<file path="src/priv_pkg.sv">
/*
 * Shared types for the RV32 machine-mode trap logic. XLEN is fixed at 32.
 * Only the M-mode CSRs that traps touch are described. There are no
 * supervisor delegation or debug mode fields.
 */
package priv_pkg;

    typedef logic [31:0] word_t;
    typedef logic [11:0] csr_addr_t;

    localparam csr_addr_t CSR_MSTATUS = 12'h300;
    localparam csr_addr_t CSR_MIE     = 12'h304;
    localparam csr_addr_t CSR_MEPC    = 12'h341;
    localparam csr_addr_t CSR_MCAUSE  = 12'h342;
    localparam csr_addr_t CSR_MTVAL   = 12'h343;
    localparam csr_addr_t CSR_MIP     = 12'h344;

    localparam word_t MSTATUS_WMASK = 32'h0002_1888; // mprv, mpp, mpie, mie
    localparam word_t MIE_WMASK     = 32'h0000_0aaa; // six enable bits
    localparam word_t MIP_MASK      = 32'h0000_0aaa; // six pending bits
    localparam word_t MIP_SW_MASK   = 32'h0000_0222; // ssip, stip, seip from software

    typedef enum logic [1:0] {
        U_MODE = 2'd0,
        S_MODE = 2'd1,
        M_MODE = 2'd3
    } priv_level_t;

    typedef enum logic [30:0] {
        INSN_MAL     = 31'd0,
        INSN_ACCESS  = 31'd1,
        ILLEGAL_INSN = 31'd2,
        BREAKPOINT   = 31'd3,
        L_ADDR_MAL   = 31'd4,
        L_FAULT      = 31'd5,
        S_ADDR_MAL   = 31'd6,
        S_FAULT      = 31'd7,
        ENV_CALL_U   = 31'd8,
        ENV_CALL_S   = 31'd9,
        ENV_CALL_M   = 31'd11,
        INSN_PAGE    = 31'd12,
        LOAD_PAGE    = 31'd13,
        STORE_PAGE   = 31'd15
    } ex_code_t;

    typedef enum logic [30:0] {
        SOFT_INT_S  = 31'd1,
        SOFT_INT_M  = 31'd3,
        TIMER_INT_S = 31'd5,
        TIMER_INT_M = 31'd7,
        EXT_INT_S   = 31'd9,
        EXT_INT_M   = 31'd11
    } int_code_t;

    typedef struct packed {
        logic [31:18] res_31_18;
        logic         mprv;
        logic [16:13] res_16_13;
        priv_level_t  mpp;
        logic [10:8]  res_10_8;
        logic         mpie;
        logic [6:4]   res_6_4;
        logic         mie;
        logic [2:0]   res_2_0;
    } mstatus_t;

    typedef struct packed {
        logic [31:12] res_31_12;
        logic meip;
        logic res_10;
        logic seip;
        logic res_8;
        logic mtip;
        logic res_6;
        logic stip;
        logic res_4;
        logic msip;
        logic res_2;
        logic ssip;
        logic res_0;
    } mip_t;

    typedef struct packed {
        logic [31:12] res_31_12;
        logic meie;
        logic res_10;
        logic seie;
        logic res_8;
        logic mtie;
        logic res_6;
        logic stie;
        logic res_4;
        logic msie;
        logic res_2;
        logic ssie;
        logic res_0;
    } mie_t;

    typedef struct packed {
        logic        interrupt;
        logic [30:0] cause;
    } mcause_t;

    // order of fields is the exception priority, highest first
    typedef struct packed {
        logic breakpoint;
        logic fault_insn_page;
        logic fault_insn_access;
        logic illegal_insn;
        logic mal_insn;
        logic env_u;
        logic env_s;
        logic env_m;
        logic mal_s;
        logic mal_l;
        logic fault_store_page;
        logic fault_load_page;
        logic fault_s;
        logic fault_l;
    } ex_flags_t;

    typedef struct packed {
        logic ext_m;
        logic soft_m;
        logic timer_m;
        logic ext_s;
        logic soft_s;
        logic timer_s;
    } int_lines_t;

    typedef struct packed {
        mstatus_t    next_mstatus;
        mip_t        next_mip;
        mcause_t     next_mcause;
        word_t       next_mepc;
        word_t       next_mtval;
        priv_level_t next_priv;    // loaded together with mstatus
        logic        inject_mstatus;
        logic        inject_mip;
        logic        inject_mcause;
        logic        inject_mepc;
        logic        inject_mtval;
    } csr_next_t;

    typedef struct packed {
        mstatus_t    curr_mstatus;
        mie_t        curr_mie;
        mip_t        curr_mip;
        word_t       curr_mtval;
        priv_level_t curr_priv;
    } csr_curr_t;

endpackage

</file>
<file path="src/priv_csr_file.sv">
/*
 * Machine CSRs touched by traps plus the privilege register.
 * Handler updates win over a software write to the same register.
 * Unknown addresses ignore writes and read zero. Reserved bits read zero.
 */
`timescale 1ns/100ps

module priv_csr_file import priv_pkg::*; (
    input  logic       CLK,
    input  logic       arst_n,
    input  csr_next_t  nxt,
    input  csr_addr_t  csr_addr,
    input  logic       csr_wen,
    input  word_t      csr_wdata,
    output word_t      csr_rdata,
    output csr_curr_t  curr,
    output word_t      mepc_out
);

    mstatus_t    mstatus, mstatus_d;
    mie_t        mie, mie_d;
    mip_t        mip, mip_d;
    mcause_t     mcause, mcause_d;
    word_t       mepc, mepc_d;
    word_t       mtval, mtval_d;
    priv_level_t priv, priv_d;

    logic wr_mstatus;
    logic wr_mie;
    logic wr_mip;
    logic wr_mcause;
    logic wr_mepc;
    logic wr_mtval;

    // software write decode
    assign wr_mstatus = csr_wen && (csr_addr == CSR_MSTATUS);
    assign wr_mie     = csr_wen && (csr_addr == CSR_MIE);
    assign wr_mip     = csr_wen && (csr_addr == CSR_MIP);
    assign wr_mcause  = csr_wen && (csr_addr == CSR_MCAUSE);
    assign wr_mepc    = csr_wen && (csr_addr == CSR_MEPC);
    assign wr_mtval   = csr_wen && (csr_addr == CSR_MTVAL);

    always_comb begin
        mstatus_d = mstatus;
        if (nxt.inject_mstatus) begin
            mstatus_d = mstatus_t'(nxt.next_mstatus & MSTATUS_WMASK);
        end else if (wr_mstatus) begin
            mstatus_d = mstatus_t'(csr_wdata & MSTATUS_WMASK);
        end

        priv_d = nxt.inject_mstatus ? nxt.next_priv : priv;

        mie_d = mie;
        if (wr_mie) begin
            mie_d = mie_t'(csr_wdata & MIE_WMASK);
        end

        mip_d = mip;
        if (nxt.inject_mip) begin
            mip_d = mip_t'(nxt.next_mip & MIP_MASK);
        end else if (wr_mip) begin
            // machine pending bits only move through the request lines
            mip_d = mip_t'((mip & ~MIP_SW_MASK) | (csr_wdata & MIP_SW_MASK));
        end

        mcause_d = mcause;
        if (nxt.inject_mcause) begin
            mcause_d = nxt.next_mcause;
        end else if (wr_mcause) begin
            mcause_d = mcause_t'(csr_wdata);
        end

        mepc_d = mepc;
        if (nxt.inject_mepc) begin
            mepc_d = nxt.next_mepc;
        end else if (wr_mepc) begin
            mepc_d = csr_wdata;
        end

        mtval_d = mtval;
        if (nxt.inject_mtval) begin
            mtval_d = nxt.next_mtval;
        end else if (wr_mtval) begin
            mtval_d = csr_wdata;
        end
    end

    always_ff @(posedge CLK or negedge arst_n) begin
        if (!arst_n) begin
            mstatus <= '0;
            mie     <= '0;
            mip     <= '0;
            mcause  <= '0;
            mepc    <= '0;
            mtval   <= '0;
            priv    <= M_MODE;   // core starts in machine mode
        end else begin
            mstatus <= mstatus_d;
            mie     <= mie_d;
            mip     <= mip_d;
            mcause  <= mcause_d;
            mepc    <= mepc_d;
            mtval   <= mtval_d;
            priv    <= priv_d;
        end
    end

    // read port sees registered state only
    always_comb begin
        case (csr_addr)
            CSR_MSTATUS: csr_rdata = word_t'(mstatus);
            CSR_MIE:     csr_rdata = word_t'(mie);
            CSR_MIP:     csr_rdata = word_t'(mip);
            CSR_MCAUSE:  csr_rdata = word_t'(mcause);
            CSR_MEPC:    csr_rdata = mepc;
            CSR_MTVAL:   csr_rdata = mtval;
            default:     csr_rdata = '0;
        endcase
    end

    always_comb begin
        curr.curr_mstatus = mstatus;
        curr.curr_mie     = mie;
        curr.curr_mip     = mip;
        curr.curr_mtval   = mtval;
        curr.curr_priv    = priv;
    end

    assign mepc_out = mepc;  // return target for mret

endmodule

</file>
<file path="src/priv_int_ex_handler.sv">
/*
 * Combinational trap decision. trap follows ex_flags in the same cycle.
 * Interrupts fire only from enabled pending bits in mip, never from the
 * raw request lines. The pipeline has to squash the trapping instruction.
 */
`timescale 1ns/100ps

module priv_int_ex_handler import priv_pkg::*; (
    input  csr_curr_t  curr,
    input  ex_flags_t  ex_flags,
    input  int_lines_t int_set,
    input  int_lines_t int_clear,
    input  word_t      epc,
    input  word_t      tval,
    input  logic       mret,
    output csr_next_t  nxt,
    output logic       trap
);

    ex_code_t  ex_src;
    int_code_t int_src;
    logic      exception;
    logic      int_fire;
    logic      tval_ex;     // exception reports a faulting value
    mip_t      pend;        // pending and enabled
    mip_t      mip_upd;

    // highest priority exception wins
    always_comb begin
        exception = 1'b1;
        ex_src    = INSN_MAL;
        if (ex_flags.breakpoint) begin
            ex_src = BREAKPOINT;
        end else if (ex_flags.fault_insn_page) begin
            ex_src = INSN_PAGE;
        end else if (ex_flags.fault_insn_access) begin
            ex_src = INSN_ACCESS;
        end else if (ex_flags.illegal_insn) begin
            ex_src = ILLEGAL_INSN;
        end else if (ex_flags.mal_insn) begin
            ex_src = INSN_MAL;
        end else if (ex_flags.env_u) begin
            ex_src = ENV_CALL_U;
        end else if (ex_flags.env_s) begin
            ex_src = ENV_CALL_S;
        end else if (ex_flags.env_m) begin
            ex_src = ENV_CALL_M;
        end else if (ex_flags.mal_s) begin
            ex_src = S_ADDR_MAL;
        end else if (ex_flags.mal_l) begin
            ex_src = L_ADDR_MAL;
        end else if (ex_flags.fault_store_page) begin
            ex_src = STORE_PAGE;
        end else if (ex_flags.fault_load_page) begin
            ex_src = LOAD_PAGE;
        end else if (ex_flags.fault_s) begin
            ex_src = S_FAULT;
        end else if (ex_flags.fault_l) begin
            ex_src = L_FAULT;
        end else begin
            exception = 1'b0;
        end
    end

    // only the winning cause decides whether tval is kept
    always_comb begin
        case (ex_src)
            BREAKPOINT, L_ADDR_MAL, L_FAULT, S_ADDR_MAL, S_FAULT,
            ILLEGAL_INSN, INSN_ACCESS, INSN_MAL: tval_ex = exception;
            default:                             tval_ex = 1'b0;
        endcase
    end

    // enable and pending share bit positions
    assign pend = mip_t'(curr.curr_mip & curr.curr_mie);

    assign int_fire = curr.curr_mstatus.mie & (pend.meip | pend.msip | pend.mtip);

    always_comb begin
        int_src = TIMER_INT_M;
        if (pend.meip) begin
            int_src = EXT_INT_M;
        end else if (pend.msip) begin
            int_src = SOFT_INT_M;
        end
    end

    assign trap = exception | int_fire;

    // set beats clear on the same line
    always_comb begin
        mip_upd      = curr.curr_mip;
        mip_upd.meip = int_set.ext_m   | (curr.curr_mip.meip & ~int_clear.ext_m);
        mip_upd.msip = int_set.soft_m  | (curr.curr_mip.msip & ~int_clear.soft_m);
        mip_upd.mtip = int_set.timer_m | (curr.curr_mip.mtip & ~int_clear.timer_m);
        mip_upd.seip = int_set.ext_s   | (curr.curr_mip.seip & ~int_clear.ext_s);
        mip_upd.ssip = int_set.soft_s  | (curr.curr_mip.ssip & ~int_clear.soft_s);
        mip_upd.stip = int_set.timer_s | (curr.curr_mip.stip & ~int_clear.timer_s);
    end

    always_comb begin
        nxt = '0;

        nxt.inject_mcause          = trap;
        nxt.next_mcause.interrupt  = ~exception;  // exception always wins
        nxt.next_mcause.cause      = exception ? 31'(ex_src) : 31'(int_src);

        nxt.inject_mepc = trap;
        nxt.next_mepc   = epc;

        nxt.inject_mtval = trap;
        nxt.next_mtval   = curr.curr_mtval;
        if (trap) begin
            nxt.next_mtval = (exception && tval_ex) ? tval : '0;
        end

        nxt.inject_mip = (|int_set) | (|int_clear);
        nxt.next_mip   = mip_upd;

        // trap entry and mret both move the privilege level
        nxt.inject_mstatus = trap | mret;
        nxt.next_mstatus   = curr.curr_mstatus;
        nxt.next_priv      = curr.curr_priv;
        if (trap) begin
            nxt.next_mstatus.mpie = curr.curr_mstatus.mie;
            nxt.next_mstatus.mie  = 1'b0;
            nxt.next_mstatus.mpp  = curr.curr_priv;
            nxt.next_priv         = M_MODE;
        end else if (mret) begin
            nxt.next_mstatus.mie  = curr.curr_mstatus.mpie;
            nxt.next_mstatus.mpie = 1'b0;
            nxt.next_mstatus.mpp  = U_MODE;    // least privileged mode
            if (curr.curr_mstatus.mpp != M_MODE) begin
                nxt.next_mstatus.mprv = 1'b0;
            end
            nxt.next_priv = curr.curr_mstatus.mpp;
        end
    end

endmodule

</file>
<file path="src/priv_trap_unit.sv">
/*
 * Machine-mode trap unit top. All inputs are strobes or levels with no
 * handshake. trap is combinational from ex_flags and registered CSR state.
 * CSR state changes are visible from the cycle after the update.
 */
`timescale 1ns/100ps

module priv_trap_unit import priv_pkg::*; (
    input  logic        CLK,
    input  logic        arst_n,
    input  ex_flags_t   ex_flags,
    input  int_lines_t  int_set,     // request pulses
    input  int_lines_t  int_clear,   // clear pulses
    input  word_t       epc,
    input  word_t       tval,
    input  logic        mret,
    input  csr_addr_t   csr_addr,
    input  logic        csr_wen,
    input  word_t       csr_wdata,
    output word_t       csr_rdata,
    output logic        trap,
    output word_t       mepc_out,
    output priv_level_t priv
);

    csr_curr_t curr;
    csr_next_t nxt;

    priv_int_ex_handler u_handler (
        .curr      (curr),
        .ex_flags  (ex_flags),
        .int_set   (int_set),
        .int_clear (int_clear),
        .epc       (epc),
        .tval      (tval),
        .mret      (mret),
        .nxt       (nxt),
        .trap      (trap)
    );

    priv_csr_file u_csr_file (
        .CLK       (CLK),
        .arst_n    (arst_n),
        .nxt       (nxt),
        .csr_addr  (csr_addr),
        .csr_wen   (csr_wen),
        .csr_wdata (csr_wdata),
        .csr_rdata (csr_rdata),
        .curr      (curr),
        .mepc_out  (mepc_out)
    );

    assign priv = curr.curr_priv;

endmodule

</file>
<file path="config.mk">
export PLATFORM = sky130hd
export DESIGN_NAME = priv_trap_unit
export DESIGN_NICKNAME = d
export VERILOG_FILES = /design/src/priv_pkg.sv /design/src/priv_csr_file.sv /design/src/priv_int_ex_handler.sv /design/src/priv_trap_unit.sv
export SDC_FILE = /design/constraint.sdc
export NUM_CORES = 1
export LEC_CHECK = 0
export BUFFER_PORTS_ARGS = -buffer_cell sky130_fd_sc_hd__buf_2
export CORE_UTILIZATION = 40
export CTS_CLUSTER_DIAMETER = 30
export DETAILED_ROUTE_END_ITERATION = 12
export PLACE_DENSITY_LB_ADDON = 0.25
export REMOVE_ABC_BUFFERS = 1
export SETUP_SLACK_MARGIN = 0.2
export SLEW_MARGIN = 15
export SYNTH_ARGS = -nofsm -noshare
export SYNTH_HDL_FRONTEND = slang
export SYNTH_SLANG_ARGS = --single-unit
export TNS_END_PERCENT = 30
</file>
<file path="constraint.sdc">
create_clock -name CLK -period 4.4 [get_ports CLK]
set_input_delay 0.88 -clock CLK [delete_from_list [all_inputs] [get_ports CLK]]
set_output_delay 0.88 -clock CLK [all_outputs]
set_load 0.02 [all_outputs]
</file>
After elaboration in Yosys (flattened, before gate mapping)

Cells that the tools add are included.

Add/sub/neg operators: 0
Multiply operators: 0
Div/mod/pow operators: 0
Magnitude comparators: 0
Equality and inequality tests: 18
Shifts and indexed selects: 0
Muxes and demuxes: 55
Bitwise logic cells: 27
Reduce and logical (&&, ||, !) cells: 20

Operator list:

| operator               | number |
|---|---|
| $mux W31               | 15 |
| $mux W32               | 11 |
| $pmux W32 S6           | 1 |
| $eq A31 B3 Y1 const B  | 4 |
| $eq A12 B10 Y1 const B | 6 |
| $eq A31 B2 Y1 const B  | 2 |
| $or A32 B10 Y32        | 1 |
| $eq A31 B1 Y1 const B  | 1 |
| $logic_not A31 Y1      | 1 |
| $mux W1                | 22 |
| $and A12 B12 Y12       | 1 |
| $reduce_bool A2 Y1     | 6 |
| $reduce_or A6 Y1       | 2 |
| $or A1 B1 Y1           | 11 |
| $mux W2                | 4 |
| $ne A2 B2 Y1 const B   | 4 |
| $reduce_or A8 Y1       | 1 |
| $and A1 B1 Y1          | 7 |
| $logic_and A1 B1 Y1    | 7 |
| $not A1 Y1             | 7 |
| $mux W3                | 2 |
| $reduce_and A2 Y1      | 2 |
| $reduce_and A4 Y1      | 1 |
| $ne A3 B3 Y1 const B   | 1 |

Register bits: 168
Bits in latches: 0
RAM bits: 0
Bits in read-only memories: 0
Input port bits: 138
Output and inout port bits: 67
Logic and storage cells: 153
Memories kept: 0

Longest topological paths before layout

Depth in word-level cells: 20
Mapped depth: 9
Depth with buffers taken out: 6

Cells and area by module

Synthesis repeated with hierarchy kept, for this count alone.

Cell total of the unflattened synthesis: 846
Area total of the unflattened synthesis: 8690.8 um2

Modules (own cells, without submodules):

| module              | instances | cells an instance | area an instance (um2) | sequential area each (um2) |
|---|---|---|---|---|
| priv_csr_file       | 1         | 615               | 7005.5                 | 2880.3 |
| priv_int_ex_handler | 1         | 231               | 1685.4                 | 0.0 |

Least setup slack after synthesis

Ideal clock, no wire load.

Kind: input to output
From: in csr_addr[3]
To: out csr_rdata[0]
Arrival: 2.459 ns
Required time: 3.520 ns
Path slack: 1.061 ns
Stages: 7
Path buffers: 2
Cells stage by stage: nor4_2 -> nand4_2 -> nor2_1 -> clkbuf_1 -> clkbuf_1 -> a222oi_1 -> inv_1

Longest elaborated chain between the ends: 2
Elaborated cells on any way between the ends: 7
Those cells by class: eq/ne: 6; mux: 1

RTL lines:

| item            | RTL line             | RTL |
|---|---|---|
| start, declared | priv_trap_unit.sv:17 | `input csr_addr_t csr_addr,` |
| $eq A12 B10 Y1  | priv_csr_file.sv:110 | `case (csr_addr)` |
| $pmux W32 S6 *  | priv_csr_file.sv:110 |  |
| end, declared   | priv_trap_unit.sv:20 | `output word_t csr_rdata,` |

Every way passes the cells marked *; elsewhere a longest branch is shown, timed or not.

Worst setup path in the final report

From: in csr_addr[3]
To: out csr_rdata[6]

The elaborated chain is that of the path after synthesis.

==> flow_summary.toml <==
[outcome]
outcome = "finished clean"

[global_routing]
grt.overflow.total = 0
use_met3_pct = 5.24
grt_max_degree = 97
grt_use_met1_pct = 33.3
antenna_found_initial = 1
track_usage_pct = 24.1
first_global_vias = 5706
grt_first_pass_wirelength_um = 30600
grt.busiest_layer = "met2"
use_met2_pct = 38.3

[clock_tree]
tritoncts = "done"
clkSlewWorstSetupHoldPaths_ns = 0.05
clockRootBuffer = "clkbuf_16"
cts_buffers = 17
cts_setup_buffers = 0
clock_tree.buffer_depth = 2
clk_latency_ns = 0.42
cts-resized-gates = 0
htree_levels = 4
ctsHoldBuffers = 0
cts.sinks = 115

[floorplan]
core.rowCount = 45
core_um2 = 15400
dieHeight_um = 129
start_util_pct = 41.5
dieWidth_um = 129
dieArea_um2 = 16500
ios = 205

[route]
first_pass_iters = 6
drtIter0Drc = 553
wl_per_cell_um = 18.0
postRouteAntennaNets = 0
drt-vias-per-instance = 5.55
vias = 5928
drt-total-wl_um = 19200
drc = 0

[cells_and_area]
final_cell_mix = "203 x buf_2, 113 x dfrtp_1, 105 x nand2_1"
nFillCells = 1505
multi_input_area_um2 = 3100
fin_cells = 1069
final_common_cell = "buf_2"
layout.nets = 983
regArea_um2 = 2880
final_cell_area_um2 = 8160
drive_gt1_share_pct = 36.1
areaGrowthSynthToFinish_pct = 27.4

[timing]
tightestPinTransition_ns = 1.17
setup_tns_ns = 0
rsz0062_at_grt = "no"
maxSlewViolCount = 0
hold_violations = 0
clock_skew_ns = 0.00786
layout_min_cycle_time_ns = 3.66
finalCritPeriodShare_pct = 83.2
fmax_mhz = 273
max_slew_margin_pct = 22.0
setup_violations = 0

[setup_path]
path_cells = "buf_2 -> nor4_2 -> nand4_2 -> and2b_1 -> buf_4 -> a222oi_1 -> inv_1 -> buf_2"
cpMostUsedCell = "buf_2"
cp_slowest_cell = "nor4_2"
crit_path_start_kind = "input port"
path_class = "in2out"
crit_fanout = 24
endpoint_kind = "output port"
cp.required_ns = 3.52
slowest_delay_ns = 0.48
critPathArrivalTime_ns = 2.78

[logic_synthesis]
syn-cell-area_um2 = 6410
synth.distinct_cells = 56
synthCells = 664
yosys_most_used_dff = "dfrtp_1"
ys_async_sr_fraction_pct = 100
synth.ff_latch_count = 115
synth_edf_count = 0
avgSynthCellArea_um2 = 9.65
seq_area_frac_synth_pct = 44.9
yosys_warnings = 0

[placed_design]
placedInstanceArea_um2 = 7510
place_inst = 1037
io_buffers = 204
globalplace.congestion = 0.832
place.detailed.hpwl_um = 13000

[power_and_ir_drop]
peakVddDrop_mv = 0.276
leakage_uw = 0.00416
power_density_nw_per_um2 = 359
design_power_total_uw = 2930

[run]
drv_cap = 0

[min_path]
hp-class = "reg2reg"
==> worst paths after layout <==
path                                           from                endpoint  slack [ns]  cells past startpoint
min in group asynchronous                    arst_n  u_csr_file.mepc_out[6]        0.58                      1
worst min-delay path            u_csr_file.curr[67]     u_csr_file.curr[67]        0.50                      1
worst min register to register  u_csr_file.curr[67]     u_csr_file.curr[67]        0.50                      1
worst max-delay path                    csr_addr[3]            csr_rdata[6]        0.74                      8
worst max register to register  u_csr_file.curr[69]    u_csr_file.mcause[3]        1.94                      8
max in group asynchronous                    arst_n     u_csr_file.curr[77]        2.85                      2
==> Yosys cell counts, drive strengths merged (2+ instances only) <==
| cell | n | area share (%) |
|---|---|---|
| clkbuf | 35 | 2.1 |
| dfrtp | 113 | 44 |
| nor2b | 2 | 0.20 |
| nand4 | 2 | 0.29 |
| and2 | 3 | 0.29 |
| dfstp | 2 | 0.82 |
| a21o | 4 | 0.47 |
| mux2i | 38 | 5.9 |
| a32oi | 4 | 0.55 |
| a221o | 5 | 0.78 |
| nor2 | 20 | 1.2 |
| nor4 | 7 | 1.1 |
| a222oi | 24 | 3.7 |
| o21a | 2 | 0.23 |
| o21ai | 77 | 6.0 |
| a2bb2oi | 32 | 7.3 |
| inv | 33 | 1.9 |
| and3 | 6 | 0.59 |
| buf | 21 | 2.9 |
| a22oi | 7 | 0.82 |
| or4 | 5 | 0.76 |
| o31ai | 3 | 0.35 |
| nand2 | 106 | 6.2 |
| nand3 | 36 | 2.8 |
| mux2 | 15 | 2.6 |
| a21oi | 36 | 2.8 |
| or3 | 2 | 0.20 |
| nor3 | 6 | 0.55 |
| a31oi | 2 | 0.20 |
| a22o | 3 | 0.41 |
==> registers in the layout (all words and copies together) (netlist names) <==
signal,cells
u_csr_file.mepc_out,32
u_csr_file.mtval,32
u_csr_file.curr,17
u_csr_file.mcause,32
u_csr_file.priv,2
==> metrics by stage <==
step	hold WS [ns]	util, %	worst slack (ns)
after detailed placement	0.495	48.7	0.762
final	0.504	52.9	0.740
after global routing	0.534	52.9	0.651
after CTS	0.507	52.9	0.758
after global placement	0.485	48.7	0.827
after floorplan	0.461	-	0.287
==> per-layer routing <==
metal | part of all wire (%) | routed length [um] | vias to the layer above
li1 | - | - | 2797
met1 | 46 | 8870 | 2852
met2 | 46 | 8910 | 259
met3 | 6.4 | 1220 | 20
met4 | 1.1 | 216 | 0
met5 | 0 | 0 | -
==> final cells by class <==
cell class	instances	share of cell area (%)
flip-flops and latches	115	35.3
repair buffers	218	14.0
multi-input cells	460	38.0
well taps	211	3.23
inverters	33	1.53
clock buffers	22	5.81
diodes	1	0.0307
clock inverters	9	2.16
==> critical path: cells and delay by family <==
| family | cells | cell delay (ns) |
|---|---|---|
| buffers and inverters | 4 | 0.68 |
| AOI/OAI and AO/OA | 1 | 0.15 |
| and+or+nand+nor | 3 | 1.06 |
==> power by group <==
group / switching [uW] / total, uW / internal [uW]
Combinational: 141 / 262 / 121
Clock: 486 / 1530 / 1040
Sequential: 33.1 / 1130 / 1100
Total: 660 / 2930 / 2270
==> logic make-up after synthesis <==
family | count (synthesis) | share of synthesized area, %
buffers and inverters | 89 | 6.87
and+or+nand+nor | 200 | 14.9
DFF | 115 | 44.9
muxes | 53 | 8.57
AOI/OAI and AO/OA | 207 | 24.7
No activity file was read; power rests on OpenSTA's default activity.
